### src/husky_reg_pkg.sv
package husky_reg_pkg;

   // Bus and register byte widths
   localparam int DATA_W = 8;
   localparam int ADDR_W = 8;

   // Byte length of the multi-byte registers
   localparam int MULTI_BYTES = 4;

   // Firmware identity read back least significant byte first
   localparam logic [8*MULTI_BYTES-1:0] FW_ID = 32'h4855_5331;

   // Register map as seen from the USB bus
   typedef enum logic [ADDR_W-1:0] {
      REG_PIN_CTRL = 8'h10,   // One byte of target pin control
      REG_SCRATCH  = 8'h11,   // MULTI_BYTES of read/write scratch
      REG_FW_ID    = 8'h12    // Read-only identity
   } reg_addr_e;

endpackage

### src/husky_io_pkg.sv
package husky_io_pkg;

   // Bit positions inside the pin-control byte
   localparam int PIN_AVRPROG   = 0;   // SPI passthrough that holds nRST low
   localparam int PIN_NRST_EN   = 1;
   localparam int PIN_NRST      = 2;
   localparam int PIN_PDID_EN   = 3;
   localparam int PIN_PDID      = 4;
   localparam int PIN_PDIC_EN   = 5;
   localparam int PIN_PDIC      = 6;
   localparam int PIN_POWER_OFF = 7;   // Set means target unpowered

   // Target starts unpowered with every pin floating
   localparam logic [7:0] PIN_CTRL_RESET = 8'(1 << PIN_POWER_OFF);

   // How the target reset pin is driven
   typedef enum logic [1:0] {
      NRST_FLOAT,
      NRST_AVRPROG_LOW,
      NRST_DRIVE
   } nrst_mode_e;

endpackage

### src/usb_bus_frontend.sv
`timescale 1ns/1ps

module usb_bus_frontend #(
   parameter int pBYTECNT_SIZE = 7
) (
   input  logic                             clk_usb_i,
   input  logic                             rst_n_i,
   input  logic [husky_reg_pkg::ADDR_W-1:0] usb_addr_i,
   input  logic [husky_reg_pkg::DATA_W-1:0] usb_data_i,
   input  logic                             usb_rdn_i,
   input  logic                             usb_wrn_i,
   input  logic                             usb_cen_i,
   input  logic                             usb_alen_i,
   input  logic [husky_reg_pkg::DATA_W-1:0] reg_rdata_i,
   output logic [husky_reg_pkg::DATA_W-1:0] usb_data_o,
   output logic                             usb_data_oe_o,
   output logic [husky_reg_pkg::ADDR_W-1:0] reg_address_o,
   output logic [pBYTECNT_SIZE-1:0]         reg_bytecnt_o,
   output logic [husky_reg_pkg::DATA_W-1:0] reg_wdata_o,
   output logic                             reg_write_o,
   output logic                             reg_read_o
);

   typedef enum logic [1:0] {
      BUS_IDLE,
      BUS_WRITE,
      BUS_READ
   } bus_phase_e;

   bus_phase_e                       phase_q;
   logic                             rdn_q;
   logic                             rdn_d;
   logic                             wrn_q;
   logic                             wrn_d;
   logic                             cen_q;
   logic                             alen_q;
   logic [husky_reg_pkg::ADDR_W-1:0] addr_q;
   logic [husky_reg_pkg::DATA_W-1:0] data_q;
   logic                             rd_fall;
   logic                             rd_rise;
   logic                             wr_fall;
   logic                             wr_rise;
   logic                             addr_phase;

   // Strobe sample and delay stages for edge detection
   always_ff @(posedge clk_usb_i) begin
      if (!rst_n_i) begin
         rdn_q  <= 1'b1;
         rdn_d  <= 1'b1;
         wrn_q  <= 1'b1;
         wrn_d  <= 1'b1;
         cen_q  <= 1'b1;
         alen_q <= 1'b1;
      end else begin
         rdn_q  <= usb_rdn_i;
         rdn_d  <= rdn_q;
         wrn_q  <= usb_wrn_i;
         wrn_d  <= wrn_q;
         cen_q  <= usb_cen_i;
         alen_q <= usb_alen_i;
      end
   end

   // Address and data sampled alongside the strobes
   always_ff @(posedge clk_usb_i) begin
      addr_q <= usb_addr_i;
      data_q <= usb_data_i;
   end

   assign rd_fall    = rdn_d & ~rdn_q;
   assign rd_rise    = ~rdn_d & rdn_q;
   assign wr_fall    = wrn_d & ~wrn_q;
   assign wr_rise    = ~wrn_d & wrn_q;
   assign addr_phase = ~cen_q & ~alen_q;

   always_ff @(posedge clk_usb_i) begin
      if (!rst_n_i) begin
         phase_q       <= BUS_IDLE;
         reg_write_o   <= 1'b0;
         reg_read_o    <= 1'b0;
         reg_bytecnt_o <= '0;
         usb_data_oe_o <= 1'b0;
      end else begin
         reg_write_o <= 1'b0;   // Single-cycle pulses
         reg_read_o  <= 1'b0;
         case (phase_q)
            BUS_IDLE: begin
               if (!cen_q && wr_fall) begin
                  phase_q     <= BUS_WRITE;
                  reg_write_o <= 1'b1;
               end else if (!cen_q && rd_fall) begin
                  phase_q    <= BUS_READ;
                  reg_read_o <= 1'b1;
               end
            end
            BUS_WRITE: begin
               if (wr_rise) begin
                  phase_q       <= BUS_IDLE;
                  reg_bytecnt_o <= reg_bytecnt_o + 1'b1;
               end
            end
            BUS_READ: begin
               if (rd_rise) begin
                  phase_q       <= BUS_IDLE;
                  reg_bytecnt_o <= reg_bytecnt_o + 1'b1;
                  usb_data_oe_o <= 1'b0;   // Release bus after RDn
               end
            end
            default: phase_q <= BUS_IDLE;
         endcase
         if (reg_read_o)
            usb_data_oe_o <= 1'b1;
         // New address restarts the byte sequence
         if (addr_phase)
            reg_bytecnt_o <= '0;
      end
   end

   always_ff @(posedge clk_usb_i) begin
      if (addr_phase)
         reg_address_o <= addr_q;
      if (phase_q == BUS_IDLE && !cen_q && wr_fall)
         reg_wdata_o <= data_q;
      if (reg_read_o)
         usb_data_o <= reg_rdata_i;   // Held until the next read
   end

endmodule

### src/husky_reg_bank.sv
`timescale 1ns/1ps

module husky_reg_bank #(
   parameter int pBYTECNT_SIZE = 7
) (
   input  logic                             clk_usb_i,
   input  logic                             rst_n_i,
   input  logic [husky_reg_pkg::ADDR_W-1:0] reg_address_i,
   input  logic [pBYTECNT_SIZE-1:0]         reg_bytecnt_i,
   input  logic [husky_reg_pkg::DATA_W-1:0] reg_wdata_i,
   input  logic                             reg_write_i,
   input  logic                             reg_read_i,
   output logic [husky_reg_pkg::DATA_W-1:0] reg_rdata_o,
   output logic [husky_reg_pkg::DATA_W-1:0] pin_ctrl_o
);

   localparam int SEL_W = $clog2(husky_reg_pkg::MULTI_BYTES);
   localparam int DW    = husky_reg_pkg::DATA_W;

   husky_reg_pkg::reg_addr_e addr_sel;
   logic [SEL_W-1:0]         byte_sel;
   logic                     byte_in_range;
   logic                     byte_first;
   logic [DW-1:0]            scratch_q [husky_reg_pkg::MULTI_BYTES];
   logic [DW-1:0]            pin_ctrl_q;

   assign addr_sel      = husky_reg_pkg::reg_addr_e'(reg_address_i);
   assign byte_sel      = reg_bytecnt_i[SEL_W-1:0];
   assign byte_in_range = reg_bytecnt_i < pBYTECNT_SIZE'(husky_reg_pkg::MULTI_BYTES);
   assign byte_first    = reg_bytecnt_i == '0;

   // Pin control powers up with the target off
   always_ff @(posedge clk_usb_i) begin
      if (!rst_n_i) begin
         pin_ctrl_q <= husky_io_pkg::PIN_CTRL_RESET;
      end else if (reg_write_i && addr_sel == husky_reg_pkg::REG_PIN_CTRL && byte_first) begin
         pin_ctrl_q <= reg_wdata_i;
      end
   end

   always_ff @(posedge clk_usb_i) begin
      if (reg_write_i && addr_sel == husky_reg_pkg::REG_SCRATCH && byte_in_range)
         scratch_q[byte_sel] <= reg_wdata_i;
   end

   // Read mux returns zero for anything not mapped
   always_comb begin
      reg_rdata_o = '0;
      if (reg_read_i) begin
         case (addr_sel)
            husky_reg_pkg::REG_PIN_CTRL: begin
               if (byte_first)
                  reg_rdata_o = pin_ctrl_q;
            end
            husky_reg_pkg::REG_SCRATCH: begin
               if (byte_in_range)
                  reg_rdata_o = scratch_q[byte_sel];
            end
            husky_reg_pkg::REG_FW_ID: begin
               if (byte_in_range)
                  reg_rdata_o = husky_reg_pkg::FW_ID[byte_sel*DW +: DW];   // LSB first
            end
            default: reg_rdata_o = '0;
         endcase
      end
   end

   assign pin_ctrl_o = pin_ctrl_q;

endmodule

### src/target_io_mux.sv
`timescale 1ns/1ps

module target_io_mux (
   input  logic [7:0] pin_ctrl_i,
   input  logic       sam_mosi_i,
   input  logic       sam_spck_i,
   input  logic       target_miso_i,
   output logic       target_nrst_o,
   output logic       target_nrst_oe_o,
   output logic       target_pdid_o,
   output logic       target_pdid_oe_o,
   output logic       target_pdic_o,
   output logic       target_pdic_oe_o,
   output logic       target_mosi_o,
   output logic       target_sck_o,
   output logic       target_spi_oe_o,
   output logic       sam_miso_o,
   output logic       sam_miso_oe_o,
   output logic       target_poweron_o
);

   husky_io_pkg::nrst_mode_e nrst_mode;
   logic                     power_off;
   logic                     avrprog;

   assign power_off = pin_ctrl_i[husky_io_pkg::PIN_POWER_OFF];
   assign avrprog   = pin_ctrl_i[husky_io_pkg::PIN_AVRPROG];

   // AVR programming wins over the plain nRST drive
   always_comb begin
      if (avrprog)
         nrst_mode = husky_io_pkg::NRST_AVRPROG_LOW;
      else if (pin_ctrl_i[husky_io_pkg::PIN_NRST_EN])
         nrst_mode = husky_io_pkg::NRST_DRIVE;
      else
         nrst_mode = husky_io_pkg::NRST_FLOAT;
   end

   assign target_nrst_oe_o = ~power_off && (nrst_mode != husky_io_pkg::NRST_FLOAT);
   assign target_nrst_o    = (nrst_mode == husky_io_pkg::NRST_DRIVE) &&
                             pin_ctrl_i[husky_io_pkg::PIN_NRST];

   assign target_pdid_oe_o = ~power_off & pin_ctrl_i[husky_io_pkg::PIN_PDID_EN];
   assign target_pdid_o    = pin_ctrl_i[husky_io_pkg::PIN_PDID];
   assign target_pdic_oe_o = ~power_off & pin_ctrl_i[husky_io_pkg::PIN_PDIC_EN];
   assign target_pdic_o    = pin_ctrl_i[husky_io_pkg::PIN_PDIC];

   // SPI passthrough from the microcontroller
   assign target_mosi_o   = sam_mosi_i;
   assign target_sck_o    = sam_spck_i;
   assign target_spi_oe_o = ~power_off & avrprog;

   assign sam_miso_o    = target_miso_i;
   assign sam_miso_oe_o = avrprog;   // Not gated by power

   assign target_poweron_o = ~power_off;

endmodule

### src/status_led.sv
`timescale 1ns/1ps

module status_led #(
   parameter int pFLASH_BITS = 4
) (
   input  logic clk_usb_i,
   input  logic rst_n_i,
   input  logic error_i,
   input  logic pll_status_i,
   input  logic glitch_led_i,
   output logic led_adc_o,
   output logic led_glitch_o
);

   logic [pFLASH_BITS:0] flash_cnt_q;
   logic                 flash_pattern;

   // Top bit toggles every 2**pFLASH_BITS cycles
   always_ff @(posedge clk_usb_i) begin
      if (!rst_n_i)
         flash_cnt_q <= '0;
      else
         flash_cnt_q <= flash_cnt_q + 1'b1;
   end

   assign flash_pattern = flash_cnt_q[pFLASH_BITS];

   // Both red LEDs flash on error
   always_ff @(posedge clk_usb_i) begin
      if (!rst_n_i) begin
         led_adc_o    <= 1'b0;
         led_glitch_o <= 1'b0;
      end else if (error_i) begin
         led_adc_o    <= flash_pattern;
         led_glitch_o <= flash_pattern;
      end else begin
         led_adc_o    <= ~pll_status_i;   // Lit when PLL unlocked
         led_glitch_o <= glitch_led_i;
      end
   end

endmodule

### src/husky_top.sv
`timescale 1ns/1ps

module husky_top #(
   parameter int pBYTECNT_SIZE = 7,
   parameter int pFLASH_BITS   = 4
) (
   input  logic                             clk_usb_i,
   input  logic                             rst_n_i,
   input  logic [husky_reg_pkg::ADDR_W-1:0] usb_addr_i,
   input  logic [husky_reg_pkg::DATA_W-1:0] usb_data_i,
   output logic [husky_reg_pkg::DATA_W-1:0] usb_data_o,
   output logic                             usb_data_oe_o,
   input  logic                             usb_rdn_i,
   input  logic                             usb_wrn_i,
   input  logic                             usb_cen_i,
   input  logic                             usb_alen_i,
   input  logic                             error_i,
   input  logic                             pll_status_i,
   input  logic                             glitch_led_i,
   input  logic                             sam_mosi_i,
   input  logic                             sam_spck_i,
   input  logic                             target_miso_i,
   output logic                             led_adc_o,
   output logic                             led_glitch_o,
   output logic                             target_nrst_o,
   output logic                             target_nrst_oe_o,
   output logic                             target_pdid_o,
   output logic                             target_pdid_oe_o,
   output logic                             target_pdic_o,
   output logic                             target_pdic_oe_o,
   output logic                             target_mosi_o,
   output logic                             target_sck_o,
   output logic                             target_spi_oe_o,
   output logic                             sam_miso_o,
   output logic                             sam_miso_oe_o,
   output logic                             target_poweron_o
);

   logic [husky_reg_pkg::ADDR_W-1:0] reg_address;
   logic [pBYTECNT_SIZE-1:0]         reg_bytecnt;
   logic [husky_reg_pkg::DATA_W-1:0] reg_wdata;
   logic [husky_reg_pkg::DATA_W-1:0] reg_rdata;
   logic                             reg_write;
   logic                             reg_read;
   logic [husky_reg_pkg::DATA_W-1:0] pin_ctrl;

   usb_bus_frontend #(
      .pBYTECNT_SIZE (pBYTECNT_SIZE)
   ) u_usb_bus_frontend (
      .clk_usb_i     (clk_usb_i),
      .rst_n_i       (rst_n_i),
      .usb_addr_i    (usb_addr_i),
      .usb_data_i    (usb_data_i),
      .usb_rdn_i     (usb_rdn_i),
      .usb_wrn_i     (usb_wrn_i),
      .usb_cen_i     (usb_cen_i),
      .usb_alen_i    (usb_alen_i),
      .reg_rdata_i   (reg_rdata),
      .usb_data_o    (usb_data_o),
      .usb_data_oe_o (usb_data_oe_o),
      .reg_address_o (reg_address),
      .reg_bytecnt_o (reg_bytecnt),
      .reg_wdata_o   (reg_wdata),
      .reg_write_o   (reg_write),
      .reg_read_o    (reg_read)
   );

   husky_reg_bank #(
      .pBYTECNT_SIZE (pBYTECNT_SIZE)
   ) u_husky_reg_bank (
      .clk_usb_i     (clk_usb_i),
      .rst_n_i       (rst_n_i),
      .reg_address_i (reg_address),
      .reg_bytecnt_i (reg_bytecnt),
      .reg_wdata_i   (reg_wdata),
      .reg_write_i   (reg_write),
      .reg_read_i    (reg_read),
      .reg_rdata_o   (reg_rdata),
      .pin_ctrl_o    (pin_ctrl)
   );

   // Target-facing pins
   target_io_mux u_target_io_mux (
      .pin_ctrl_i       (pin_ctrl),
      .sam_mosi_i       (sam_mosi_i),
      .sam_spck_i       (sam_spck_i),
      .target_miso_i    (target_miso_i),
      .target_nrst_o    (target_nrst_o),
      .target_nrst_oe_o (target_nrst_oe_o),
      .target_pdid_o    (target_pdid_o),
      .target_pdid_oe_o (target_pdid_oe_o),
      .target_pdic_o    (target_pdic_o),
      .target_pdic_oe_o (target_pdic_oe_o),
      .target_mosi_o    (target_mosi_o),
      .target_sck_o     (target_sck_o),
      .target_spi_oe_o  (target_spi_oe_o),
      .sam_miso_o       (sam_miso_o),
      .sam_miso_oe_o    (sam_miso_oe_o),
      .target_poweron_o (target_poweron_o)
   );

   status_led #(
      .pFLASH_BITS (pFLASH_BITS)
   ) u_status_led (
      .clk_usb_i    (clk_usb_i),
      .rst_n_i      (rst_n_i),
      .error_i      (error_i),
      .pll_status_i (pll_status_i),
      .glitch_led_i (glitch_led_i),
      .led_adc_o    (led_adc_o),
      .led_glitch_o (led_glitch_o)
   );

endmodule

### config.mk
export PLATFORM = sky130hd
export DESIGN_NAME = husky_top
export DESIGN_NICKNAME = d
export VERILOG_FILES = /design/src/husky_reg_pkg.sv /design/src/husky_io_pkg.sv /design/src/usb_bus_frontend.sv /design/src/husky_reg_bank.sv /design/src/target_io_mux.sv /design/src/status_led.sv /design/src/husky_top.sv
export SDC_FILE = /design/constraint.sdc
export NUM_CORES = 1
export LEC_CHECK = 0
export ABC_AREA = 1
export BUFFER_PORTS_ARGS = -buffer_cell sky130_fd_sc_hd__buf_2
export CAP_MARGIN = 40
export CORE_MARGIN = 3
export CORE_UTILIZATION = 57
export DETAILED_ROUTE_END_ITERATION = 10
export GPL_TIMING_DRIVEN = 0
export PLACE_DENSITY = 0.78
export SLEW_MARGIN = 20
export SYNTH_ARGS = -nofsm -noshare
export SYNTH_HDL_FRONTEND = slang
export SYNTH_SLANG_ARGS = --single-unit
### constraint.sdc
create_clock -name clk_usb_i -period 1.9 [get_ports clk_usb_i]
set_input_delay 0 -clock clk_usb_i [delete_from_list [all_inputs] [get_ports clk_usb_i]]
set_output_delay 0 -clock clk_usb_i [all_outputs]
set_load 0.02 [all_outputs]
# Word level (Yosys, flattened, before mapping)
# Memories as Yosys holds them, arrays and structs flattened. A register that Yosys moved wholly into a read port is not among the register bits.
# Cells that the tools add are included.
[word_totals]
regBits = 73
mem_bits_rw = 32
inputBits = 28
output_inout_bits = 23
word_cells = 100
mem_count = 1
[classes]
n_addsub = 2
n_lt_le_gt_ge = 1
eq_ne = 9
n_shift = 1
n_mux = 25
bitwise_logic = 18
reduce_logical = 23
[memory_table]
columns = ["name", "words", "width", "read_ports", "rd_ports_with_merged_regs", "write_ports", "line_no", "rtl"]
rows = [
  ["u_husky_reg_bank.scratch_q", 4, 8, 1, 1, 1, "husky_reg_bank.sv:24", "logic [DW-1:0] scratch_q [husky_reg_pkg::MULTI_BYTES];"],
]
[ops]
columns = ["op", "n"]
rows = [
  ["$shiftx 32x6->8 const A", 1],
  ["$eq 8x5->1 const B", 3],
  ["$mux 8", 3],
  ["$pmux 8 s3", 1],
  ["$mux 2", 8],
  ["$mux 7", 2],
  ["$pmux 7 s2", 1],
  ["$logic_and 1x1->1", 10],
  ["$not 1->1", 10],
  ["$mux 1", 9],
  ["$and 1x1->1", 8],
  ["$reduce_bool 2->1", 4],
  ["$add 7x1->7 const B", 1],
  ["$logic_not 7->1", 1],
  ["$lt 7x3->1 const B", 1],
  ["$pmux 2 s3", 1],
  ["$reduce_and 3->1", 2],
  ["$add 5x1->5 const B", 1],
  ["$eq 2x2->1 const B", 2],
  ["$ne 2x1->1 const B", 2],
  ["$reduce_and 2->1", 2],
  ["$ne 3x1->1 const B", 1],
  ["$reduce_or 3->1", 1],
  ["$eq 2x1->1 const B", 1],
  ["other kinds (3)", 3],
]

# Depth between registers and ports, before layout
# Gate-level depths: netlist (run 1).
[logic_depth]
ltp_word = 6
mapped_depth = 8

# By module
# Synthesis (run 1) repeated with hierarchy kept, for this count alone.
[unflattened]
cells_unflattened = 417
area_unflattened_um2 = 4086.4
[modules_own_cells]
columns = ["module", "instances", "cells_per_inst", "area_each_um2"]
rows = [
  ["husky_reg_bank", 1, 225, 1940.6],
  ["usb_bus_frontend", 1, 143, 1791.7],
  ["status_led", 1, 32, 265.3],
  ["target_io_mux", 1, 17, 88.8],
]

# Least setup slack after synthesis (run 1)
# Ideal clock, no wire load.
[synth_path]
path_type = "register -> register"
from = "reg u_usb_bus_frontend.reg_address_o[5] (netlist name)"
to = "mem u_husky_reg_bank.scratch_q[3][0] (netlist name) (enable)"
arrival_ns = 1.302
required_time_ns = 1.561
path_slack_ns = 0.259
stages_incl_launch_ff = 7
path_cell_list = "edfxtp_1 > nor2_2 > nand3_1 > nor2_4 > and2_4 > nand2_4 > nor2_2"
[synth_via]
elab_chain_len = 5
[synth_rtl]
columns = ["element", "line_no", "rtl"]
rows = [
  ["from (decl)", "usb_bus_frontend.sv:17", "output logic [husky_reg_pkg::ADDR_W-1:0] reg_address_o,"],
  ["from (signal assigned)", "usb_bus_frontend.sv:121", "reg_address_o <= addr_q;"],
  ["$eq 8x5->1", "husky_reg_bank.sv:42", "if (reg_write_i && addr_sel == husky_reg_pkg::REG_SCRATCH && byte_in_range)"],
  ["$logic_and 1x1->1 (2 in series)", "husky_reg_bank.sv:42", ""],
  ["$mux 1", "husky_reg_bank.sv:42", ""],
  ["$mux 1 (not written as such)", "husky_reg_bank.sv:43", "scratch_q[byte_sel] <= reg_wdata_i;"],
  ["to (decl)", "husky_reg_bank.sv:24", ""],
]
# No other way between the ends.

# Worst setup path in the final report (run 1)
[layout_path]
from = "reg u_usb_bus_frontend.reg_address_o[5] (netlist name)"
to = "mem u_husky_reg_bank.scratch_q[2][5] (netlist name) (enable)"
# The elaborated chain is that of the path after synthesis.

==> results.sh, run 1 <==
export IMPL_grt_met3_usage_pct=5.086
export IMPL_startpoint_type="flip-flop"
export IMPL_antenna_found_initial=0
export IMPL_synth_edf_count=56
export IMPL_die_w_um=91.96
export IMPL_p_leak_nw=2.113
export IMPL_start_util_pct=60.32
export IMPL_grt_start_max_net_pins=20
export IMPL_drive_above_1_share_pct=20.93
export IMPL_grt_pass1_wl_mm=13.77
export IMPL_drt_wirelength_per_cell_um=14.38
export IMPL_critPathCaptureType="flip-flop"
export IMPL_power_frac_seq_pct=62.7
export IMPL_htreeDepth=3
export IMPL_drtIter0Drc=207
export IMPL_top_usage_layer="met2"
export IMPL_met1_usage_pct=25.15
export IMPL_setup_slack_ns=0.1038
export IMPL_final_core_util_pct=72.83
export IMPL_cts_buffer_depth=2
export IMPL_layout_commonest_cell="nand2_1"
export IMPL_internal_power_w=0.003054
export IMPL_cts_buffers=9
export IMPL_outcome="finished clean"
export IMPL_p_per_area_nw_per_um2=780.9
export IMPL_cp_max_fo=8
export IMPL_synth_seq_area_share_pct=64.17
export IMPL_tightest_slew_ns=0.7096
export IMPL_syn_to_final_growth_pct=20.74
export IMPL_finalNonFillerCells=593
export IMPL_arrival_ns=1.85
export IMPL_root_buffer="clkbuf_8"
export IMPL_antenna_left=0
export IMPL_maxSlewHeadroom_pct=52.52
export IMPL_fin_crit_ns=1.796
export IMPL_yosysWarnings=0
export IMPL_final_cell_mix="nand2_1, edfxtp_1, nor2_1, buf_2, dfxtp_1"
export IMPL_synth_top_flop_cell="edfxtp_1"
export IMPL_place_congestion=0.9102
export IMPL_fin_area_um2=5085
export IMPL_grt_usage_pct=21.09
export IMPL_grtUsageMet2_pct=37.59
export IMPL_placed_cell_area_um2=4567
export IMPL_yosysTopAreaCell="edfxtp_1"
export IMPL_cap_violations=0
export IMPL_comb_power_share_pct=4.8
export IMPL_route_detailed_drc=0
export IMPL_dieArea_um2=8456
export IMPL_p_clk_share_pct=32.5
export IMPL_cp_data_required_time_ns=1.96
export IMPL_vias=2999
export IMPL_fill_cells=475
export IMPL_hold_path_class="primary input to output port"
export IMPL_synthesis_nets=439
export IMPL_fin_skew_ns=0.006597
export IMPL_swShare_pct=23.08
export IMPL_die_height_um=91.96
export IMPL_ir_drop_uv=644.3
export IMPL_clk_pin_slew_ns=0.10
export IMPL_core_um2=6982
export IMPL_grt_ovfl_total=0
export IMPL_via_per_inst=5.057
export IMPL_finalPower_w=0.003971
export IMPL_drtPass1Iterations=5
export IMPL_setup_violations=0
export IMPL_p_switching_w=0.0009166
export IMPL_async_reset_ff_share_pct=0
export IMPL_finalHoldViolCount=0
export IMPL_path_class="flip-flop to flip-flop"
export IMPL_fmax_mhz=556.7
export IMPL_ys_ff_latch=107
export IMPL_ys_types=33
export IMPL_dp_slack_ns=-0.08634
export IMPL_clk_latency_ns=0.37
export IMPL_grt_pass1_vias=2873
export IMPL_ys_top_cells_by_area="edfxtp_1, dfxtp_1, nand2_1, nor2_1, nand3_1"
export IMPL_rsz0062_at_grt="yes"
export IMPL_cts_sinks=107
export IMPL_io_pins=51
export IMPL_rows=30
export IMPL_syn_inst=404
export IMPL_hpwlAfterDp_mm=5.685
export IMPL_nets=527
export IMPL_finalCritPeriodShare_pct=94.54
export IMPL_synth_top_cell_area_share_pct=39.93
export IMPL_cts_tree="done"
export IMPL_diodes=0
export IMPL_drt_total_wl_mm=8.529
export IMPL_io_buffers=47
export IMPL_final_max_slew_viol_count=0
export IMPL_synth_area_per_cell_um2=10.42
export IMPL_placed_cells=547
export IMPL_netlist_area_um2=4212
[final timing paths]
check                                                    startpoint                                end  slack (ns)  cells past startpoint
worst max register to register  u_usb_bus_frontend.reg_address_o[5]   u_husky_reg_bank.scratch_q[2][5]        0.10                      6
worst min-delay path                                     sam_spck_i                       target_sck_o        0.22                      2
worst max-delay path            u_usb_bus_frontend.reg_address_o[5]   u_husky_reg_bank.scratch_q[2][5]        0.10                      6
worst min register to register         u_usb_bus_frontend.data_q[1]  u_usb_bus_frontend.reg_wdata_o[1]        0.41                      0
[power by group through the flow]
stage	Sequential [W]	Combinational, W	Clock (W)
after global routing	0.00249	0.000210	0.00143
after CTS	0.00249	0.000184	0.00130
after floorplan	0.00254	0.0000831	0
final	0.00249	0.000190	0.00129
after detailed placement	0.00254	0.000142	0
after global placement	0.00254	0.000135	0
[Yosys cell counts, drive strengths merged, types with 3 or more instances]
cell,instances
nor2,68
nand2,63
edfxtp,56
dfxtp,51
inv,48
nand3,41
o21ai,18
a21oi,14
buf,9
nand4,8
ha,7
nor3,4
or2,4
clkbuf,3
[routing by layer]
metal	vias to the layer above	wire length (µm)
li1	1499	-
met1	1405	3425
met2	81	4475
met3	14	485
met4	0	142
met5	-	0
[cell type report]
class                      instances  area, µm²  share of cell area (%)
clock inverter                     7      58.81                   1.156
sequential                       107       2703                   53.15
inverter                          48      180.2                   3.543
buffer                            12      86.33                   1.698
clock buffer                       9      123.9                   2.436
timing repair buffer              77      540.5                   10.63
multi-input combinational        237       1272                   25.02
tap                               96      120.1                   2.362
[kinds of logic (layout without fill, tap and decap cells)]
family,after synthesis,count (layout),synth area share [%]
flops,107,107,64.17
fa+ha+maj,7,7,2.080
simple gates,191,191,22.25
xor+xnor,4,4,0.8320
compound gates,35,35,4.338
buf+inv,60,153,6.328
[critical path, cell delays in order (launching register included)]
cell and delay [ns]:
edfxtp_1 0.40, nor2_2 0.17, nand3_2 0.13, nor2_4 0.22, and2_4 0.20, nand2_4 0.09, nor2_4 0.27
[repair_timing]
action | 4_1_cts | 5_1_grt
gates resized for setup | 0 | 6
endpoints found under the setup margin | 32 | 33
hold buffers | 27 | 0
endpoints found under the hold margin | 27 | 0
pin swaps | 0 | 3
buffers inserted | 0 | 3
[sequential cells by signal, summed over array words and instances, names as in the netlist, 2 cells and up, named ones only]
signal and count:
u_usb_bus_frontend.phase_q 2, u_usb_bus_frontend.usb_data_o 8, u_usb_bus_frontend.addr_q 8, u_usb_bus_frontend.reg_wdata_o 8, u_usb_bus_frontend.reg_bytecnt_o 7, u_husky_reg_bank.scratch_q 32
u_husky_reg_bank.pin_ctrl_o 8, u_usb_bus_frontend.data_q 8, u_status_led.flash_cnt_q 5, u_usb_bus_frontend.reg_address_o 8
[through the flow]
| stage | TNS, ns | hold slack (ns) |
|---|---|---|
| floorplan | 0 | 0.02772 |
| detailed placement | -2.171 | 0.1036 |
| CTS | -2.792 | 0.2182 |
| global route | -0.005002 | 0.2218 |
| global placement | -0.4013 | 0.1022 |
| finish | 0 | 0.2178 |
No activity file was read; power rests on OpenSTA's default activity.
==> run 2: changes to the inputs <==
--- a/config.mk
+++ b/config.mk
@@ -8,11 +8,10 @@
 export ABC_AREA = 1
 export BUFFER_PORTS_ARGS = -buffer_cell sky130_fd_sc_hd__buf_2
 export CAP_MARGIN = 40
-export CORE_MARGIN = 3
-export CORE_UTILIZATION = 57
+export CORE_MARGIN = 2
+export CORE_UTILIZATION = 45
 export DETAILED_ROUTE_END_ITERATION = 10
 export GPL_TIMING_DRIVEN = 0
-export PLACE_DENSITY = 0.78
 export SLEW_MARGIN = 20
 export SYNTH_ARGS = -nofsm -noshare
 export SYNTH_HDL_FRONTEND = slang
==> run 2 against run 1 <==
Against the previous run:
- combinational power is 4% lower
- utilization is 17 points lower
- clock-buffer cell count is 2 higher
- sequential power hardly changed
- final cell count is 2.7% higher
- power is 5.5% higher
- clock skew is 0.0053 ns higher
- worst setup slack better by 0.0026 ns
- register-to-register slack hardly changed
- critical path type unchanged
- largest cell class unchanged
- highest routed layer unchanged
==> results.sh, run 2 (synthesis results as in run 1) <==
export IMPL_outcome="finished clean"
export IMPL_dieArea_um2=10150
export IMPL_fmax_mhz=557.5
export IMPL_hold_ws_ns=0.2175
export IMPL_drtPass1Iterations=4
export IMPL_via_per_inst=4.711
export IMPL_core_um2=9153
export IMPL_cts_sinks=107
export IMPL_vias=2869
export IMPL_root_buffer="clkbuf_8"
export IMPL_startpoint_type="flip-flop"
export IMPL_antenna_found_initial=0
export IMPL_finalHoldViolCount=0
export IMPL_layout_commonest_cell="nand2_1"
export IMPL_drive_above_1_share_pct=21.08
export IMPL_place_congestion=0.8230
export IMPL_dp_slack_ns=-0.08715
export IMPL_cp_data_required_time_ns=2.11
export IMPL_drt_total_wl_mm=8.086
export IMPL_grt_pass1_vias=2624
export IMPL_finalCritPeriodShare_pct=94.40
export IMPL_p_leak_nw=2.140
export IMPL_fin_skew_ns=0.01189
export IMPL_cts_buffers=9
export IMPL_io_pins=51
export IMPL_maxSlewHeadroom_pct=56.04
export IMPL_drt_wirelength_per_cell_um=13.28
export IMPL_final_max_slew_viol_count=0
export IMPL_top_register="u_husky_reg_bank.scratch_q"
export IMPL_finalPower_w=0.004189
export IMPL_die_height_um=100.7
export IMPL_cts_tree="done"
export IMPL_ir_drop_uv=504.3
export IMPL_setup_slack_ns=0.1064
export IMPL_path_class="flip-flop to flip-flop"
export IMPL_grt_ovfl_total=0
export IMPL_cap_violations=0
export IMPL_p_per_area_nw_per_um2=815.0
export IMPL_rsz0062_at_grt="yes"
export IMPL_placed_cell_area_um2=4586
export IMPL_io_buffers=47
export IMPL_final_cell_mix="nand2_1, edfxtp_1, nor2_1, buf_2, dfxtp_1"
export IMPL_grt_usage_pct=16.76
export IMPL_syn_to_final_growth_pct=22.04
export IMPL_fin_area_um2=5140
export IMPL_htreeDepth=3
export IMPL_clk_latency_ns=0.37
export IMPL_hpwlAfterDp_mm=5.643
export IMPL_cp_max_fo=8
export IMPL_grt_pass1_wl_mm=12.65
export IMPL_tightest_slew_ns=0.6570
export IMPL_largest_reg_flops=32
export IMPL_cts_buffer_depth=2
export IMPL_route_detailed_drc=0
export IMPL_fin_crit_ns=1.794
export IMPL_arrival_ns=2.00
export IMPL_nets=528
export IMPL_ff2ff_setup_slack_ns=0.11
export IMPL_drtIter0Drc=172
export IMPL_diodes=0
export IMPL_antenna_left=0
export IMPL_grt_start_max_net_pins=20
export IMPL_start_util_pct=46.02
export IMPL_clk_pin_slew_ns=0.10
export IMPL_critPathCaptureType="flip-flop"
export IMPL_die_w_um=100.7
export IMPL_rows=35
export IMPL_hold_path_class="primary input to output port"
export IMPL_setup_violations=0
run 2: report_power, final:
part           switching, W  internal (W)  leakage [nW]
combinational     0.0000901     0.0000929          1.11
sequential        0.0000229       0.00246         0.915
clock              0.000803      0.000716         0.117
total              0.000916       0.00327          2.14
run 2: path summary, 6_finish.rpt:
kind                                                     endpoint                           startpoint  cells past startpoint
worst max register to register   u_usb_bus_frontend.usb_data_o[6]  u_usb_bus_frontend.reg_bytecnt_o[0]                      6
worst max-delay path             u_usb_bus_frontend.usb_data_o[6]  u_usb_bus_frontend.reg_bytecnt_o[0]                      6
worst min-delay path                                 target_sck_o                           sam_spck_i                      2
worst min register to register  u_usb_bus_frontend.reg_wdata_o[5]         u_usb_bus_frontend.data_q[5]                      0
run 2: stage by stage:
stage	setup TNS [ns]	std cells	util (%)
after floorplan	0	404	-
after global placement	-0.5516	562	50.10
after detailed placement	-2.201	562	50.10
after CTS	-2.542	605	55.56
after global routing	-0.01826	609	56.16
final	0	609	56.16
run 2: layout make-up:
type                            count  area [µm²]
Buffer                             12       86.33
Timing Repair Buffer               78       535.5
Sequential cell                   107        2703
Fill cell                         816        4013
Clock buffer                       11       151.4
Multi-Input combinational cell    237        1267
Clock inverter                      5       77.57
Tap cell                          111       138.9
Inverter                           48       180.2
run 2: critical path, cell delays in order (launching register included):
cell and delay [ns]:
dfxtp_1 0.39, inv_1 0.17, ha_1 0.35, nand3_1 0.13, nor2_2 0.31, nand3_1 0.14
nand3_1 0.15
run 2: what timing repair did:
item | CTS | global route
hold endpoints to repair | 27 | 0
endpoints found under the setup margin | 32 | 33
hold buffers | 27 | 0
pin swaps | 0 | 2
buffers inserted | 0 | 4
resized for setup | 0 | 5
run 2: metal layers:
metal / track usage, % / up-vias / part of all wire, %
met2: 27.79 / 60 / 49
li1: - / 1507 / -
met3: 2.566 / 9 / 4.1
met5: 0 / - / 0
met1: 21.99 / 1293 / 46
met4: 6.955 / 0 / 1.3
==> run 3: changes to the inputs <==
--- a/config.mk
+++ b/config.mk
@@ -15,4 +15,5 @@
 export SLEW_MARGIN = 20
 export SYNTH_ARGS = -nofsm -noshare
 export SYNTH_HDL_FRONTEND = slang
+export SYNTH_HIERARCHICAL = 1
 export SYNTH_SLANG_ARGS = --single-unit
==> run 3 against run 2 <==
Against the previous run:
- synthesized cell count increased by 3.2%
- non-clock buffer count is 3 lower
- clock-buffer cell count down 2
- first-iteration DRC count fell by 6.4%
- critical path depth unchanged
- largest power group unchanged
==> results.sh, run 3 <==
export IMPL_grt_pass1_wl_mm=13.10
export IMPL_final_max_slew_viol_count=0
export IMPL_dieArea_um2=9860
export IMPL_start_util_pct=46.63
export IMPL_grt_pass1_vias=2833
export IMPL_fin_crit_ns=1.740
export IMPL_crit_start="u_usb_bus_frontend/reg_address_o[3]"
export IMPL_ys_top_cells_by_area="edfxtp_1, dfxtp_1, nand2_1, inv_1, nor2_1"
export IMPL_p_switching_w=0.0008884
export IMPL_setup_violations=0
export IMPL_crit_path_top_delay_cell="edfxtp_1"
export IMPL_top_register="u_husky_reg_bank/scratch_q"
export IMPL_synth_seq_area_share_pct=65.16
export IMPL_critPathTopFamily="simple AND/OR/NAND/NOR gates"
export IMPL_syn_to_final_growth_pct=22.96
export IMPL_ff2ff_setup_slack_ns=0.16
export IMPL_cts_buffer_depth=2
export IMPL_root_buffer="clkbuf_8"
export IMPL_route_detailed_drc=0
export IMPL_clk_latency_ns=0.36
export IMPL_fmax_mhz=574.8
export IMPL_via_per_inst=4.712
export IMPL_finalCritPeriodShare_pct=91.56
export IMPL_tightest_slew_ns=0.7008
export IMPL_rr_startpoint="u_usb_bus_frontend/reg_address_o[3]"
export IMPL_cts_buffers=9
export IMPL_antenna_found_initial=0
export IMPL_cp_data_required_time_ns=1.98
export IMPL_largest_reg_flops=32
export IMPL_hpwlAfterDp_mm=5.270
export IMPL_path_class="flip-flop to flip-flop"
export IMPL_ff2ff_path_depth=6
export IMPL_drt_total_wl_mm=7.812
export IMPL_ys_ff_latch=105
export IMPL_yosysTopAreaCell="edfxtp_1"
export IMPL_cap_violations=0
export IMPL_internal_power_w=0.003009
export IMPL_die_height_um=99.30
export IMPL_synth_area_per_cell_um2=9.800
export IMPL_antenna_left=0
export IMPL_swShare_pct=22.79
export IMPL_clk_pin_slew_ns=0.10
export IMPL_maxSlewHeadroom_pct=53.11
export IMPL_diodes=0
export IMPL_cp_max_fo=8
export IMPL_ir_drop_uv=535.7
export IMPL_yosysWarnings=6
export IMPL_p_clk_share_pct=32.8
export IMPL_syn_inst=417
export IMPL_ys_types=27
export IMPL_drt_wirelength_per_cell_um=12.64
export IMPL_async_reset_ff_share_pct=0
export IMPL_die_w_um=99.30
export IMPL_startpoint_type="flip-flop"
export IMPL_critPathCaptureType="flip-flop"
export IMPL_hold_path_class="primary input to output port"
export IMPL_place_congestion=0.8229
export IMPL_power_frac_seq_pct=62.7
export IMPL_io_buffers=47
export IMPL_reg2reg_to="u_husky_reg_bank/scratch_q[1][5]"
export IMPL_fill_cells=757
export IMPL_final_core_util_pct=57.34
export IMPL_grt_usage_pct=17.05
export IMPL_cts_tree="done"
export IMPL_path_depth=6
export IMPL_endpoint="u_husky_reg_bank/scratch_q[1][5]"
export IMPL_critPathBufInv=1
export IMPL_synth_common_cells="nand2_1, edfxtp_1, dfxtp_1, inv_1, nor2_1"
export IMPL_rows=34
export IMPL_rsz0062_at_grt="no"
export IMPL_final_cell_mix="nand2_1, edfxtp_1, buf_2, inv_1, dfxtp_1"
export IMPL_cp_common_cell="nor3_4"
export IMPL_core_um2=8763
export IMPL_fin_skew_ns=0.009382
export IMPL_netlist_area_um2=4086
export IMPL_synth_edf_count=56
export IMPL_nets=535
export IMPL_crit_chain="nor2_4 -> nand2_1 -> nor3_4 -> nand2_4 -> nor3_4 -> buf_12"
export IMPL_htreeDepth=3
export IMPL_outcome="finished clean"
export IMPL_vias=2912
export IMPL_worst_path_largest_cell_delay_ns=0.43
export IMPL_synthesis_nets=447
export IMPL_arrival_ns=1.82
export IMPL_drive_above_1_share_pct=20.78
export IMPL_setup_tns_ns=0
export IMPL_synth_top_flop_cell="edfxtp_1"
export IMPL_drtIter0Drc=161
export IMPL_yosysMostFrequentCell="nand2_1"
export IMPL_finalHoldViolCount=0
export IMPL_layout_commonest_cell="nand2_1"
export IMPL_io_pins=51
export IMPL_p_per_area_nw_per_um2=775.7
export IMPL_synth_top_cell_area_share_pct=41.15
export IMPL_comb_power_share_pct=4.4
export IMPL_cts_sinks=105
export IMPL_p_leak_nw=2.155
export IMPL_grt_start_max_net_pins=20
export IMPL_drtPass1Iterations=4
export IMPL_grt_ovfl_total=0
-- run 3: worst min path at each step --
stage / from / to / slack [ns] / depth (start not counted)
finish: sam_spck_i / target_sck_o / 0.22 / 2
global placement: usb_data_i[5] / u_usb_bus_frontend/data_q[5] / 0.10 / 1
CTS: sam_spck_i / target_sck_o / 0.22 / 2
floorplan: usb_addr_i[0] / u_usb_bus_frontend/addr_q[0] / 0.03 / 0
detailed placement: usb_data_i[1] / u_usb_bus_frontend/data_q[1] / 0.10 / 1
global route: sam_mosi_i / target_mosi_o / 0.23 / 2
-- run 3: routing by layer --
metal / vias up / share of wire, % / track usage (%) / wire, µm
li1: 1517 / - / - / -
met1: 1322 / 46 / 22.91 / 3624
met2: 67 / 48 / 27.65 / 3736
met3: 6 / 5.2 / 3.584 / 404
met4: 0 / 0.59 / 5.901 / 46
met5: - / 0 / 0 / 0
-- run 3: worst reg2reg max path, stage by stage (launching register included) --
cell	delay [ns]
edfxtp_1	0.43
nor2_4	0.16
nand2_1	0.16
nor3_4	0.21
nand2_4	0.13
nor3_4	0.22
buf_12	0.15
-- run 3: area by class of cell --
cell class | count | area, µm² | share of cell area [%]
Multi-Input combinational cell | 251 | 1222 | 24.33
Sequential cell | 105 | 2664 | 53.01
Timing Repair Buffer | 77 | 550.5 | 10.96
Clock buffer | 9 | 123.9 | 2.465
Tap cell | 108 | 135.1 | 2.689
Buffer | 10 | 73.82 | 1.469
Clock inverter | 7 | 63.81 | 1.270
Inverter | 51 | 191.4 | 3.810
-- run 3: kinds of logic after synthesis --
family / Yosys count / synth area share (%)
buffers and inverters: 61 / 6.491
adders and majority gates: 2 / 0.6123
xor gates and xnor gates: 3 / 0.6431
AOI/OAI and AO/OA: 19 / 2.388
DFF: 105 / 65.16
and+or+nand+nor: 227 / 24.71
-- run 3: timing repair --
item | in CTS | in global routing
hold buffers | 26 | 0
setup buffers | 2 | 2
resized for setup | 10 | 3
pin swaps | 3 | 2
endpoints found under the hold margin | 27 | 0
setup endpoints to repair | 32 | 38
-- run 3: through the flow --
step           cells  power [W]  area [µm²]  worst slack (ns)  hold WS (ns)
3_5_place_dp     572   0.002626        4467           -0.5100        0.1036
4_1_cts          616   0.003946        5001           0.03543        0.2187
2_1_floorplan    417   0.002571        4086           -0.1469       0.02772
5_1_grt          618   0.004071        5025           0.02029        0.2280
6_report         618   0.003898        5025            0.1604        0.2171
3_3_place_gp     572   0.002622        4457           -0.7576        0.1022
-- run 3: power groups by stage --
stage	Clock [W]	Sequential [W]	Combinational (W)
floorplan	0	0.00249	0.0000758
global placement	0	0.00250	0.000127
detailed placement	0	0.00250	0.000130
CTS	0.00133	0.00244	0.000171
global route	0.00143	0.00245	0.000194
finish	0.00128	0.00244	0.000173
